File: src/design/dpu_config.svh
`ifndef DPU_CONFIG_SVH
`define DPU_CONFIG_SVH

////////////////////////////////////////////////////////////
// Lane array geometry
////////////////////////////////////////////////////////////

`define DPU_LANES      8   // Lanes in the array
`define DPU_WORD       32  // Bits per lane word
`define DPU_LANE_IDX_W 3   // Bits to number a lane

////////////////////////////////////////////////////////////
// Issue timing and field widths
////////////////////////////////////////////////////////////

`define DPU_VRF_DELAY  3   // Issue to lane words present
`define DPU_IMM_W      5   // Immediate field
`define DPU_OP_W       3   // Opcode field
`define DPU_SEL_W      2   // Operand select and SEW fields

`endif

File: src/design/dpu_data_pkg.sv
`include "dpu_config.svh"

package dpu_data_pkg;

   ////////////////////////////////////////////////////////////
   // Data path types
   ////////////////////////////////////////////////////////////

   typedef logic [`DPU_WORD-1:0]       lane_word_t;  // One lane word
   typedef logic [7:0]                 lane_byte_t;
   typedef logic [`DPU_LANE_IDX_W-1:0] lane_idx_t;   // Lane number
   typedef logic [`DPU_SEL_W-1:0]      sew_t;

   // Element width codes, 3 is illegal
   localparam sew_t SEW_8  = 2'd0;
   localparam sew_t SEW_16 = 2'd1;
   localparam sew_t SEW_32 = 2'd2;

endpackage

File: src/design/dpu_op_pkg.sv
`include "dpu_config.svh"

package dpu_op_pkg;

   ////////////////////////////////////////////////////////////
   // Operation types
   ////////////////////////////////////////////////////////////

   typedef logic [`DPU_OP_W-1:0]  alu_op_t;
   typedef logic [`DPU_SEL_W-1:0] op2_sel_t;  // Second operand source
   typedef logic [`DPU_IMM_W-1:0] imm_t;

   // Opcodes
   localparam alu_op_t OP_ADD   = 3'd0;
   localparam alu_op_t OP_SUB   = 3'd1;  // vs1 minus op2
   localparam alu_op_t OP_AND   = 3'd2;
   localparam alu_op_t OP_OR    = 3'd3;
   localparam alu_op_t OP_XOR   = 3'd4;
   localparam alu_op_t OP_SLIDE = 3'd5;  // Goes to the slide crossbar

   // Second operand selects
   localparam op2_sel_t OP2_VEC    = 2'd0;
   localparam op2_sel_t OP2_SCALAR = 2'd1;
   localparam op2_sel_t OP2_IMM    = 2'd2;

endpackage

File: src/design/dpu_alu_array.sv
`include "dpu_config.svh"

module dpu_alu_array
   import dpu_data_pkg::*, dpu_op_pkg::*;
(
   input  logic                           clk_i,
   input  logic                           rst_i,
   input  logic                           alu_vld_i,
   input  alu_op_t                        alu_op_i,
   input  sew_t                           alu_sew_i,
   input  lane_word_t [`DPU_LANES-1:0]    alu_a_i,
   input  lane_word_t [`DPU_LANES-1:0]    alu_b_i,
   output logic                           res_vld_o,
   output lane_word_t [`DPU_LANES-1:0]    res_o,
   output sew_t                           res_sew_o
);

   // Byte-sliced adder, carry restarts at each element boundary
   function automatic lane_word_t add_sub(input lane_word_t a, input lane_word_t b,
                                          input logic sub, input sew_t sew);
      lane_word_t bx;
      lane_word_t res;
      logic [8:0] sum;
      logic       carry;
      bx    = sub ? ~b : b;   // Two's complement, +1 via carry in
      carry = sub;
      for (int k = 0; k < 4; k++)
      begin
         if (sew == SEW_8 || (sew == SEW_16 && k == 2))
            carry = sub;   // Element start
         sum            = a[k*8 +: 8] + bx[k*8 +: 8] + carry;
         res[k*8 +: 8]  = sum[7:0];
         carry          = sum[8];
      end
      return res;
   endfunction

   // One ALU unit
   function automatic lane_word_t alu_unit(input lane_word_t a, input lane_word_t b,
                                           input alu_op_t op, input sew_t sew);
      case (op)
         OP_ADD:  return add_sub(a, b, 1'b0, sew);
         OP_SUB:  return add_sub(a, b, 1'b1, sew);
         OP_AND:  return a & b;
         OP_OR:   return a | b;
         OP_XOR:  return a ^ b;
         default: return '0;
      endcase
   endfunction

   ////////////////////////////////////////////////////////////
   // Unit bank and output register
   ////////////////////////////////////////////////////////////

   lane_word_t [`DPU_LANES-1:0] unit_res;

   always_comb
   begin
      for (int u = 0; u < `DPU_LANES; u++)
         unit_res[u] = alu_unit(alu_a_i[u], alu_b_i[u], alu_op_i, alu_sew_i);
   end

   always_ff @(posedge clk_i)
   begin
      if (!rst_i)
         res_vld_o <= 1'b0;
      else
         res_vld_o <= alu_vld_i;
   end

   // Payload only loads on a valid op
   always_ff @(posedge clk_i)
   begin
      if (alu_vld_i)
      begin
         res_o     <= unit_res;
         res_sew_o <= alu_sew_i;   // Scatter needs the layout
      end
   end

endmodule

File: src/design/dpu_lane_array.sv
`include "dpu_config.svh"

module dpu_lane_array
   import dpu_data_pkg::*, dpu_op_pkg::*;
(
   input  logic                           clk_i,
   input  logic                           rst_i,
   input  logic                           issue_i,
   input  alu_op_t                        op_i,
   input  sew_t                           sew_i,
   input  op2_sel_t                       op2_sel_i,
   input  lane_word_t                     scalar_i,
   input  imm_t                           imm_i,
   input  logic                           slide_up_i,
   input  lane_word_t [`DPU_LANES-1:0]    vs1_i,
   input  lane_word_t [`DPU_LANES-1:0]    vs2_i,
   output logic                           result_valid_o,
   output lane_word_t [`DPU_LANES-1:0]    result_o
);

   // Operand stage to ALU bank
   logic                        alu_vld;
   alu_op_t                     alu_op;
   sew_t                        alu_sew;
   lane_word_t [`DPU_LANES-1:0] alu_a;
   lane_word_t [`DPU_LANES-1:0] alu_b;

   // Operand stage to slide crossbar
   logic                        slide_vld;
   lane_word_t [`DPU_LANES-1:0] slide_data;
   lane_idx_t                   slide_amt;
   logic [1:0]                  slide_byte;
   logic                        slide_up;

   // Registered results into the scatter
   logic                        res_vld;
   lane_word_t [`DPU_LANES-1:0] res;
   sew_t                        res_sew;
   logic                        slide_res_vld;
   lane_word_t [`DPU_LANES-1:0] slide_res;

   dpu_operand_stage u_operand_stage (
      .clk_i        (clk_i),
      .rst_i        (rst_i),
      .issue_i      (issue_i),
      .op_i         (op_i),
      .sew_i        (sew_i),
      .op2_sel_i    (op2_sel_i),
      .scalar_i     (scalar_i),
      .imm_i        (imm_i),
      .slide_up_i   (slide_up_i),
      .vs1_i        (vs1_i),
      .vs2_i        (vs2_i),
      .alu_vld_o    (alu_vld),
      .alu_op_o     (alu_op),
      .alu_sew_o    (alu_sew),
      .alu_a_o      (alu_a),
      .alu_b_o      (alu_b),
      .slide_vld_o  (slide_vld),
      .slide_data_o (slide_data),
      .slide_amt_o  (slide_amt),
      .slide_byte_o (slide_byte),
      .slide_up_o   (slide_up)
   );

   dpu_alu_array u_alu_array (
      .clk_i     (clk_i),
      .rst_i     (rst_i),
      .alu_vld_i (alu_vld),
      .alu_op_i  (alu_op),
      .alu_sew_i (alu_sew),
      .alu_a_i   (alu_a),
      .alu_b_i   (alu_b),
      .res_vld_o (res_vld),
      .res_o     (res),
      .res_sew_o (res_sew)
   );

   dpu_slide_xbar u_slide_xbar (
      .clk_i        (clk_i),
      .rst_i        (rst_i),
      .slide_vld_i  (slide_vld),
      .slide_data_i (slide_data),
      .slide_amt_i  (slide_amt),
      .slide_byte_i (slide_byte),
      .slide_up_i   (slide_up),
      .slide_vld_o  (slide_res_vld),
      .slide_res_o  (slide_res)
   );

   dpu_result_scatter u_result_scatter (
      .res_vld_i      (res_vld),
      .res_i          (res),
      .res_sew_i      (res_sew),
      .slide_vld_i    (slide_res_vld),
      .slide_res_i    (slide_res),
      .result_valid_o (result_valid_o),
      .result_o       (result_o)
   );

endmodule

File: src/design/dpu_operand_stage.sv
`include "dpu_config.svh"

module dpu_operand_stage
   import dpu_data_pkg::*, dpu_op_pkg::*;
(
   input  logic                           clk_i,
   input  logic                           rst_i,
   input  logic                           issue_i,
   input  alu_op_t                        op_i,
   input  sew_t                           sew_i,
   input  op2_sel_t                       op2_sel_i,
   input  lane_word_t                     scalar_i,
   input  imm_t                           imm_i,
   input  logic                           slide_up_i,
   input  lane_word_t [`DPU_LANES-1:0]    vs1_i,
   input  lane_word_t [`DPU_LANES-1:0]    vs2_i,
   output logic                           alu_vld_o,
   output alu_op_t                        alu_op_o,
   output sew_t                           alu_sew_o,
   output lane_word_t [`DPU_LANES-1:0]    alu_a_o,
   output lane_word_t [`DPU_LANES-1:0]    alu_b_o,
   output logic                           slide_vld_o,
   output lane_word_t [`DPU_LANES-1:0]    slide_data_o,
   output lane_idx_t                      slide_amt_o,
   output logic [1:0]                     slide_byte_o,
   output logic                           slide_up_o
);

   // Unit u byte j, pulled from the lane layout. At SEW 16 a unit carries
   // two elements, byte positions u/4 and u/4+2 of the same lane pair
   function automatic lane_word_t gather(input lane_word_t [`DPU_LANES-1:0] w,
                                         input sew_t sew, input int u);
      lane_word_t e;
      int src_l;
      int src_b;
      for (int j = 0; j < 4; j++)
      begin
         case (sew)
            SEW_16:
            begin
               src_l = 2 * (u % 4) + j % 2;
               src_b = u / 4 + 2 * (j / 2);
            end
            SEW_32:
            begin
               src_l = 4 * (u % 2) + j;   // Low byte from lowest lane
               src_b = u / 2;
            end
            default:
            begin
               src_l = u;
               src_b = j;
            end
         endcase
         e[j*8 +: 8] = w[src_l][src_b*8 +: 8];
      end
      return e;
   endfunction

   // Copy the low SEW bits into every element of a word
   function automatic lane_word_t splat(input lane_word_t v, input sew_t sew);
      case (sew)
         SEW_16:  return {2{v[15:0]}};
         SEW_32:  return v;
         default: return {4{v[7:0]}};
      endcase
   endfunction

   ////////////////////////////////////////////////////////////
   // Issue field delay line, matches the VRF read latency
   ////////////////////////////////////////////////////////////

   logic [`DPU_VRF_DELAY-1:0] vld_q;
   alu_op_t                   op_q      [`DPU_VRF_DELAY];
   sew_t                      sew_q     [`DPU_VRF_DELAY];
   op2_sel_t                  op2_sel_q [`DPU_VRF_DELAY];
   lane_word_t                scalar_q  [`DPU_VRF_DELAY];
   imm_t                      imm_q     [`DPU_VRF_DELAY];
   logic                      up_q      [`DPU_VRF_DELAY];

   always_ff @(posedge clk_i)
   begin
      if (!rst_i)
         vld_q <= '0;
      else
         vld_q <= {vld_q[`DPU_VRF_DELAY-2:0], issue_i};
   end

   always_ff @(posedge clk_i)
   begin
      op_q[0]      <= op_i;
      sew_q[0]     <= sew_i;
      op2_sel_q[0] <= op2_sel_i;
      scalar_q[0]  <= scalar_i;
      imm_q[0]     <= imm_i;
      up_q[0]      <= slide_up_i;
      for (int s = 1; s < `DPU_VRF_DELAY; s++)
      begin
         op_q[s]      <= op_q[s-1];
         sew_q[s]     <= sew_q[s-1];
         op2_sel_q[s] <= op2_sel_q[s-1];
         scalar_q[s]  <= scalar_q[s-1];
         imm_q[s]     <= imm_q[s-1];
         up_q[s]      <= up_q[s-1];
      end
   end

   ////////////////////////////////////////////////////////////
   // Operands, valid split by opcode
   ////////////////////////////////////////////////////////////

   alu_op_t    op_d;
   sew_t       sew_d;
   lane_word_t imm_ext;

   assign op_d    = op_q[`DPU_VRF_DELAY-1];
   assign sew_d   = sew_q[`DPU_VRF_DELAY-1];
   assign imm_ext = lane_word_t'(imm_q[`DPU_VRF_DELAY-1]);   // Zero extend

   assign alu_vld_o   = vld_q[`DPU_VRF_DELAY-1] && (op_d != OP_SLIDE);
   assign slide_vld_o = vld_q[`DPU_VRF_DELAY-1] && (op_d == OP_SLIDE);
   assign alu_op_o    = op_d;
   assign alu_sew_o   = sew_d;

   always_comb
   begin
      for (int u = 0; u < `DPU_LANES; u++)
      begin
         alu_a_o[u] = gather(vs1_i, sew_d, u);
         case (op2_sel_q[`DPU_VRF_DELAY-1])
            OP2_SCALAR: alu_b_o[u] = splat(scalar_q[`DPU_VRF_DELAY-1], sew_d);
            OP2_IMM:    alu_b_o[u] = splat(imm_ext, sew_d);
            default:    alu_b_o[u] = gather(vs2_i, sew_d, u);   // OP2_VEC
         endcase
      end
   end

   // Slide path sees raw lane words
   assign slide_data_o = vs2_i;
   assign slide_amt_o  = scalar_q[`DPU_VRF_DELAY-1][`DPU_LANE_IDX_W-1:0];
   assign slide_byte_o = imm_q[`DPU_VRF_DELAY-1][1:0];
   assign slide_up_o   = up_q[`DPU_VRF_DELAY-1];

endmodule

File: src/design/dpu_result_scatter.sv
`include "dpu_config.svh"

module dpu_result_scatter
   import dpu_data_pkg::*;
(
   input  logic                           res_vld_i,
   input  lane_word_t [`DPU_LANES-1:0]    res_i,
   input  sew_t                           res_sew_i,
   input  logic                           slide_vld_i,
   input  lane_word_t [`DPU_LANES-1:0]    slide_res_i,
   output logic                           result_valid_o,
   output lane_word_t [`DPU_LANES-1:0]    result_o
);

   ////////////////////////////////////////////////////////////
   // Inverse of the operand gathering
   ////////////////////////////////////////////////////////////

   lane_word_t [`DPU_LANES-1:0] scattered;

   // For lane l byte b find unit u and its byte j
   always_comb
   begin
      int u;
      int j;
      for (int l = 0; l < `DPU_LANES; l++)
      begin
         for (int b = 0; b < 4; b++)
         begin
            case (res_sew_i)
               SEW_16:
               begin
                  u = l / 2 + 4 * (b % 2);
                  j = l % 2 + 2 * (b / 2);
               end
               SEW_32:
               begin
                  u = 2 * b + l / 4;
                  j = l % 4;
               end
               default:
               begin
                  u = l;   // SEW 8 keeps lane layout
                  j = b;
               end
            endcase
            scattered[l][b*8 +: 8] = lane_byte_t'(res_i[u][j*8 +: 8]);
         end
      end
   end

   // Slide and ALU results never land in the same cycle
   assign result_o       = slide_vld_i ? slide_res_i : scattered;
   assign result_valid_o = res_vld_i | slide_vld_i;

endmodule

File: src/design/dpu_slide_xbar.sv
`include "dpu_config.svh"

module dpu_slide_xbar
   import dpu_data_pkg::*, dpu_op_pkg::*;
(
   input  logic                           clk_i,
   input  logic                           rst_i,
   input  logic                           slide_vld_i,
   input  lane_word_t [`DPU_LANES-1:0]    slide_data_i,
   input  lane_idx_t                      slide_amt_i,
   input  logic [1:0]                     slide_byte_i,
   input  logic                           slide_up_i,
   output logic                           slide_vld_o,
   output lane_word_t [`DPU_LANES-1:0]    slide_res_o
);

   lane_idx_t                   src_lane [`DPU_LANES];
   lane_byte_t                  pick     [`DPU_LANES];
   lane_word_t [`DPU_LANES-1:0] slide_res;

   // Per lane 8:1 mux, source wraps around the array
   always_comb
   begin
      for (int l = 0; l < `DPU_LANES; l++)
      begin
         if (slide_up_i)
            src_lane[l] = lane_idx_t'(l) - slide_amt_i;
         else
            src_lane[l] = lane_idx_t'(l) + slide_amt_i;
         pick[l]      = slide_data_i[src_lane[l]][slide_byte_i*8 +: 8];
         slide_res[l] = {4{pick[l]}};   // Same byte in every position
      end
   end

   always_ff @(posedge clk_i)
   begin
      if (!rst_i)
         slide_vld_o <= 1'b0;
      else
         slide_vld_o <= slide_vld_i;
   end

   always_ff @(posedge clk_i)
   begin
      if (slide_vld_i)
         slide_res_o <= slide_res;
   end

endmodule

File: config.mk
export PLATFORM = sky130hd
export DESIGN_NAME = dpu_lane_array
export DESIGN_NICKNAME = d
export VERILOG_FILES = /design/src/design/dpu_data_pkg.sv /design/src/design/dpu_op_pkg.sv /design/src/design/dpu_alu_array.sv /design/src/design/dpu_lane_array.sv /design/src/design/dpu_operand_stage.sv /design/src/design/dpu_result_scatter.sv /design/src/design/dpu_slide_xbar.sv
export VERILOG_INCLUDE_DIRS = /design/src /design/src/design
export SDC_FILE = /design/constraint.sdc
export NUM_CORES = 2
export LEC_CHECK = 0
export BUFFER_PORTS_ARGS = -buffer_cell sky130_fd_sc_hd__buf_4
export CORE_MARGIN = 5
export CORE_UTILIZATION = 41
export CTS_CLUSTER_DIAMETER = 200
export DETAILED_ROUTE_END_ITERATION = 6
export MAX_ROUTING_LAYER = met4
export SLEW_MARGIN = 30
export SYNTH_ARGS = -nofsm -noshare
export SYNTH_HDL_FRONTEND = slang
export SYNTH_HIERARCHICAL = 1
export SYNTH_SLANG_ARGS = --single-unit
File: constraint.sdc
create_clock -name clk_i -period 13 [get_ports clk_i]
set_clock_uncertainty 0.2 [all_clocks]
set_input_delay 3.9 -clock clk_i [delete_from_list [all_inputs] [get_ports clk_i]]
set_output_delay 3.9 -clock clk_i [all_outputs]
set_load 0.03 [all_outputs]
---- Word level (Yosys, flattened, before mapping) ----
Memory sizes are Yosys's and may differ from the RTL's.
Index checks and enable logic that the tools add are counted.
word-level totals
  bits in registers ....................... 519
  memory bits (writable) .................. 135
  input bits .............................. 560
  output and inout bits ................... 257
  word-level logic and storage cells ...... 961
  memories ................................ 6
memory list
  memory                     words  bits a word  read ports  clocked after Yosys merged registers in  wr ports  RTL line                 source
  u_operand_stage.scalar_q   3      32           3           0                                        3         dpu_operand_stage.sv:77  lane_word_t scalar_q [`DPU_VRF_DELAY];
  u_operand_stage.imm_q      3      5            3           0                                        3         dpu_operand_stage.sv:78  imm_t imm_q [`DPU_VRF_DELAY];
  u_operand_stage.op_q       3      3            3           0                                        3         dpu_operand_stage.sv:74  alu_op_t op_q [`DPU_VRF_DELAY];
  u_operand_stage.op2_sel_q  3      2            3           0                                        3         dpu_operand_stage.sv:76  op2_sel_t op2_sel_q [`DPU_VRF_DELAY];
  u_operand_stage.sew_q      3      2            3           0                                        3         dpu_operand_stage.sv:75  sew_t sew_q [`DPU_VRF_DELAY];
  u_operand_stage.up_q       3      1            3           0                                        3         dpu_operand_stage.sv:79  logic up_q [`DPU_VRF_DELAY];
cells by class
  add/subtract/negate cells ............... 143
  magnitude comparators ................... 100
  equal/unequal tests ..................... 12
  shifts and indexed selects .............. 92
  multiplexer cells ....................... 547
  bitwise operators ....................... 33
  reductions and logical operators ........ 8
operators by type and width
  kind                   count
  $bmux W32 S3           100
  $mux W32               212
  $shiftx A32 B6 Y8      48
  $pmux W32 S5           8
  $shiftx A32 B32 Y8     36
  $lt A32 B5 Y1 const B  35
  $pmux W32 S2           9
  $add A8 B8 Y9          48
  $add A9 B1 Y9          48
  $mux W29               14
  $and A32 B32 Y32       8
  $mux W256              1
  $not A32 Y32           8
  $or A32 B32 Y32        8
  $shiftx A32 B5 Y8      8
  $xor A32 B32 Y32       8
  $lt A3 B4 Y1 const B   61
  $pmux W3 S2            38
  $add A8 B1 Y8          16
  $add A8 B8 Y8          16
  $mux W1                111
  $mux W24               4
  $mux W16               4
  $pmux W29 S2           1
  24 further kinds       85

---- Depth between registers and ports, before layout ----
An unclocked memory read counts as a cell.
  word-level depth ........................ 23
  gate-level depth with buffers ........... 46
  depth with buffers taken out ............ 41

---- Cells and area by module ----
The synthesis kept the hierarchy.
by module, submodules not included
  module              times used  cells an instance  area an instance (um^2)  sequential area each (um^2)
  dpu_alu_array       1           5038               40914.2                  7767.4
  dpu_operand_stage   1           2376               28491.1                  2762.6
  dpu_slide_xbar      1           1647               15133.3                  1941.9
  dpu_result_scatter  1           1739               14854.2                  0.0

---- Least setup slack after synthesis ----
No wires, ideal clock.
  path type ............................... input to register
  start point ............................. input vs1_i[64] in the netlist's numbering
  end point ............................... register u_alu_array/res_o[190] in the netlist's numbering, data pin
  setup time .............................. 265 ps
  arrival time ............................ 10796 ps
  data required time ...................... 12535 ps
  setup slack ............................. 1739 ps
  stages .................................. 38
  path buffers ............................ 0
  cells stage by stage .................... mux4_1 > nand2_1 > o21ai_0 > mux4_2 > inv_1 > ha_1 > inv_1 > fa_1 > nand2b_1 > a21oi_1 > nor2_1 > o31ai_1 > a21oi_1 > o21ai_0 > fa_1 > fa_1 > nand2b_1 > a21oi_1 > (+2 left out) > a21oi_1 > o21ai_0 > fa_1 > fa_1 > nand2b_1 > a21oi_1 > o31ai_1 > nor2b_1 > o21ba_2 > o21ai_0 > fa_1 > fa_1 > nand2b_1 > nand2_1 > a31oi_1 > o21bai_1 > a221oi_1 > a31oi_1
RTL lines
  item                  RTL line              source
  start, declared       dpu_lane_array.sv:15  input lane_word_t [`DPU_LANES-1:0] vs1_i,
  end signal, assigned  dpu_alu_array.sv:76   res_o <= unit_res;
  end, declared         dpu_alu_array.sv:14   output lane_word_t [`DPU_LANES-1:0] res_o,

==> PnR_summary.wiki <==
{| class="wikitable"
! Metric !! Value
|-
| Std-Cell Core Area || 241000 sq um
|-
| Sequential area share after synthesis || approximately 13%
|-
| Number of I/O pins || between 800 and 900
|-
| CP arrival || between 10 and 15 ns
|-
| Post-synthesis instance area || around 99000 sq um
|-
| XOR/XNOR Fraction of Synth Area || approximately 1.2%
|-
| Type of origin of the critical path || primary input
|-
| Maximum clock frequency || 80.33 MHz
|-
| Fraction of synthesized area in multiplexers || between 30% and 40%
|-
| Nets in the synthesized netlist || between 10000 and 15000
|-
| # Post-CTS Setup Buffers || 0
|-
| Arithmetic-cell share of the synthesized area counting full adders, half adders and majority gates || between 10% and 20%
|-
| DIE WIDTH || about 500 um
|-
| Ratio of routed vias to standard cells || about 7.3
|-
| Portion of the clock cycle consumed by the worst path in the final layout || between 90% and 100%
|-
| Placed standard-cell area || between 100000 and 150000 sq um
|-
| Std-Cell Rows || 180
|-
| Slew Limit Headroom || roughly an eighth
|-
| Drt first pass iters || 7
|-
| Prevailing post-synth register cell || edfxtp_1
|-
| Clock tree from TritonCTS || done
|-
| Worst-Skew Late Latency || about 0.74 ns
|-
| Ys async rst share || 0%
|-
| Hold Vio Cnt, Final || 0
|-
| Wire length of the first global-routing pass || between 800 and 900 mm
|-
| Post-Place Setup Slack || -0.02927 ns
|-
| Tightest Hold Check Type || register to register
|-
| CTS max path bufs || 3
|-
| YS warnings || 6
|-
| Antenna violations before repair || 170
|-
| Routed via count || 103261
|-
| Clk slew on worst S/H paths || ~0.070 ns
|-
| Setup-failing EPs final || 0
|-
| CP max-delay cell || mux4_2
|-
| Die height || around 500 um
|-
| Critical path class || primary input to register
|-
| Via count of the first global-routing pass || 92982
|-
| Hold bufs inserted after CTS || 0
|-
| Max Transition Viols Final || 0
|-
| Violations in the final reports || DRC
|-
| Post-synthesis instance total || 10800
|-
| Leakage power || between 40 and 50 nW
|-
| Final instance area || roughly 110000 sq um
|-
| PostCTS Resize Cnt || 0
|-
| Routability-driven placement congestion ratio || between 1 and 1.5
|-
| Clock H-tree levels || 2
|-
| Result of the run || finished, violations left
|-
| Post-synthesis register bit count || roughly 460
|-
| Area Overhead vs Synth || 9.202%
|-
| Maximum number of pins on one net before global-route repair || roughly 150
|-
| Simple-gate share of the synthesized area || between 10% and 20%
|-
| Power Density || between 100 and 150 nW/um^2
|-
| Count of flip-flops with a built-in enable after synthesis || approximately 320
|-
| Critical Path End Type || register
|-
| Overall Global Routing Usage || 53.23%
|-
| Area of combinational cells with multiple inputs || between 70000 and 80000 sq um
|-
| Initial core utilization || between 40% and 50%
|-
| Final WL || roughly 680 mm
|-
| Transition time of the tightest slew-check pin || approximately 1.3 ns
|-
| Mean area per synthesized cell || ~9 sq um
|-
| Time the final worst path needs with I/O delays and setup || around 12 ns
|-
| Number of maximum-capacitance violations || 0
|-
| Distinct cell type count of the synthesized netlist || between 100 and 150
|-
| Average wire per cell in the routed design || 47.74 um
|-
| Number of routed nets with antenna violations || 0
|-
| Number of remaining DRC errors || 41
|-
| CTS Buf Count || 54
|-
| Num Clock Sinks || about 460
|-
| Storage element area || roughly 12000 sq um
|-
| Highest cell delay on the worst timing path || ~0.57 ns
|-
| Setup WS post-layout || between 0.5 and 0.6 ns
|-
| Area enclosed by the die boundary || between 200000 and 300000 sq um
|-
| DPL Wire Length || ~540 mm
|-
| Worst Path Max Fanout || 4
|-
| Largest vdd supply drop || 0.1115 mV
|-
| Area fraction in compound gates after synthesis || a little under a fifth
|-
| Number of inserted filler cells in the final layout || 23189
|-
| Overall power after layout || roughly 11 mW
|-
| Layout cells sized above 1 || between 20% and 30%
|-
| Cell at the root of the clock tree || clkbuf_16
|-
| Worst endpoint required time || 13.40 ns
|-
| Number of nets in the layout || roughly 12000
|-
| Setup repair after global routing missed its margin || false
|-
| Dominant combinational cell family by area after synthesis || multiplexers
|-
| Number of DRC violations after detailed-routing iteration 0 || about 19000
|-
| Port Buffer Count || between 800 and 900
|-
| Total grt overflow || 0
|}
## worst max-delay path, delay by kind of cell
family / cells / cell delay, ns
adder cells (fa/ha/maj): 7 / 2.63
multiplexers: 2 / 1.11
buffers and inverters: 4 / 0.49
AO/OA/AOI/OAI: 18 / 3.64
AND/OR/NAND/NOR: 8 / 1.06
## Yosys cell counts, types with 109 or more instances
library cell / instances / share of area [%]
nand2_1: 1028 / 3.9
nand2b_1: 124 / 0.78
buf_4: 614 / 4.6
o21ai_0: 587 / 3.0
nor3_1: 157 / 0.79
dfxtp_1: 140 / 2.8
edfxtp_1: 322 / 9.7
o211ai_1: 143 / 1.1
clkbuf_1: 314 / 1.2
mux2i_1: 658 / 6.6
a22oi_1: 230 / 1.7
mux4_2: 1031 / 23
fa_1: 112 / 2.3
a21oi_1: 621 / 3.1
nor2_1: 690 / 2.6
inv_1: 723 / 2.7
o22ai_1: 109 / 0.69
mux2_2: 213 / 2.4
a21o_1: 169 / 1.3
buf_2: 322 / 1.6
ha_1: 748 / 9.4
nand3_1: 135 / 0.68
## layer usage
metal | wire (um) | global-route usage [%]
met1 | 237100 | 62.15
met2 | 260100 | 68.93
met3 | 109400 | 25.25
met4 | 72530 | 42.48
met5 | 0 | -
## power breakdown
part           total [mW]  internal [mW]  switching, mW
registers            1.80           1.69          0.107
clock network        1.60          0.886          0.718
logic                7.63           2.54           5.09
total                11.0           5.11           5.91
## state kept, by name, summed over array words and instances, names as in the netlist
signal and count:
u_alu_array/res_o 256, u_operand_stage/scalar_q 96, u_slide_xbar/slide_res_o 64, u_operand_stage/imm_q 15, u_operand_stage/op_q 9, u_operand_stage/op2_sel_q 6, u_operand_stage/sew_q 6, u_operand_stage/up_q 3
u_operand_stage/vld_q 3, u_alu_array/res_sew_o 2, u_alu_array/res_vld_o 1, u_slide_xbar/slide_vld_o 1
## kinds of logic after synthesis
kind of cell / after synthesis
multiplexers: 1951
buffers and inverters: 2131
AND/OR/NAND/NOR: 2448
XOR/XNOR: 126
adder cells (fa/ha/maj): 860
AO/OA/AOI/OAI: 2822
flip-flops: 462
## placed cells by master, fill, tap and decap left out, drive strengths merged, types with 230 or more instances in the layout
| cell | synthesis | final |
|---|---|---|
| a21oi | 621 | 621 |
| ha | 748 | 748 |
| mux2 | 237 | 237 |
| mux4 | 1053 | 1053 |
| edfxtp | 322 | 322 |
| nand2 | 1028 | 1028 |
| a22oi | 230 | 230 |
| mux2i | 661 | 661 |
| o21ai | 631 | 631 |
| buf | 1080 | 1300 |
| nor2 | 692 | 692 |
| diode | 0 | 238 |
| inv | 729 | 743 |
## stage by stage
stage,util [%],instances,TNS [ns],hold WS (ns)
6_report,45.04,14224,0,0.1189
5_1_grt,45.01,14195,0,0.1213
4_1_cts,44.66,13975,0,0.1203
3_5_place_dp,43.92,13875,-0.02927,0.1121
3_3_place_gp,43.74,13866,-0.06786,0.1097
2_1_floorplan,-,10800,0,0.1096
## final timing paths
path	from	slack, ns	end	depth (start not counted)
worst max-delay path	vs1_i[64]	0.55	u_alu_array/res_o[191]	39
worst min-delay path	u_operand_stage/op_q[0][0]	0.12	u_operand_stage/op_q[0][3]	0
worst max register to register	u_operand_stage/sew_q[0][5]	1.16	u_alu_array/res_o[191]	39
worst min register to register	u_operand_stage/op_q[0][0]	0.12	u_operand_stage/op_q[0][3]	0
## area by class of cell
| class | instances | share of cell area, % |
|---|---|---|
| multi-input cells | 8207 | 70.54 |
| clock inverters | 35 | 0.3504 |
| clock buffers | 65 | 1.301 |
| flip-flops and latches | 462 | 11.51 |
| well taps | 3185 | 3.672 |
| diodes | 238 | 0.5487 |
| inverters | 732 | 2.545 |
| repair buffers | 1300 | 9.539 |
No activity file was read; power rests on OpenSTA's default activity.
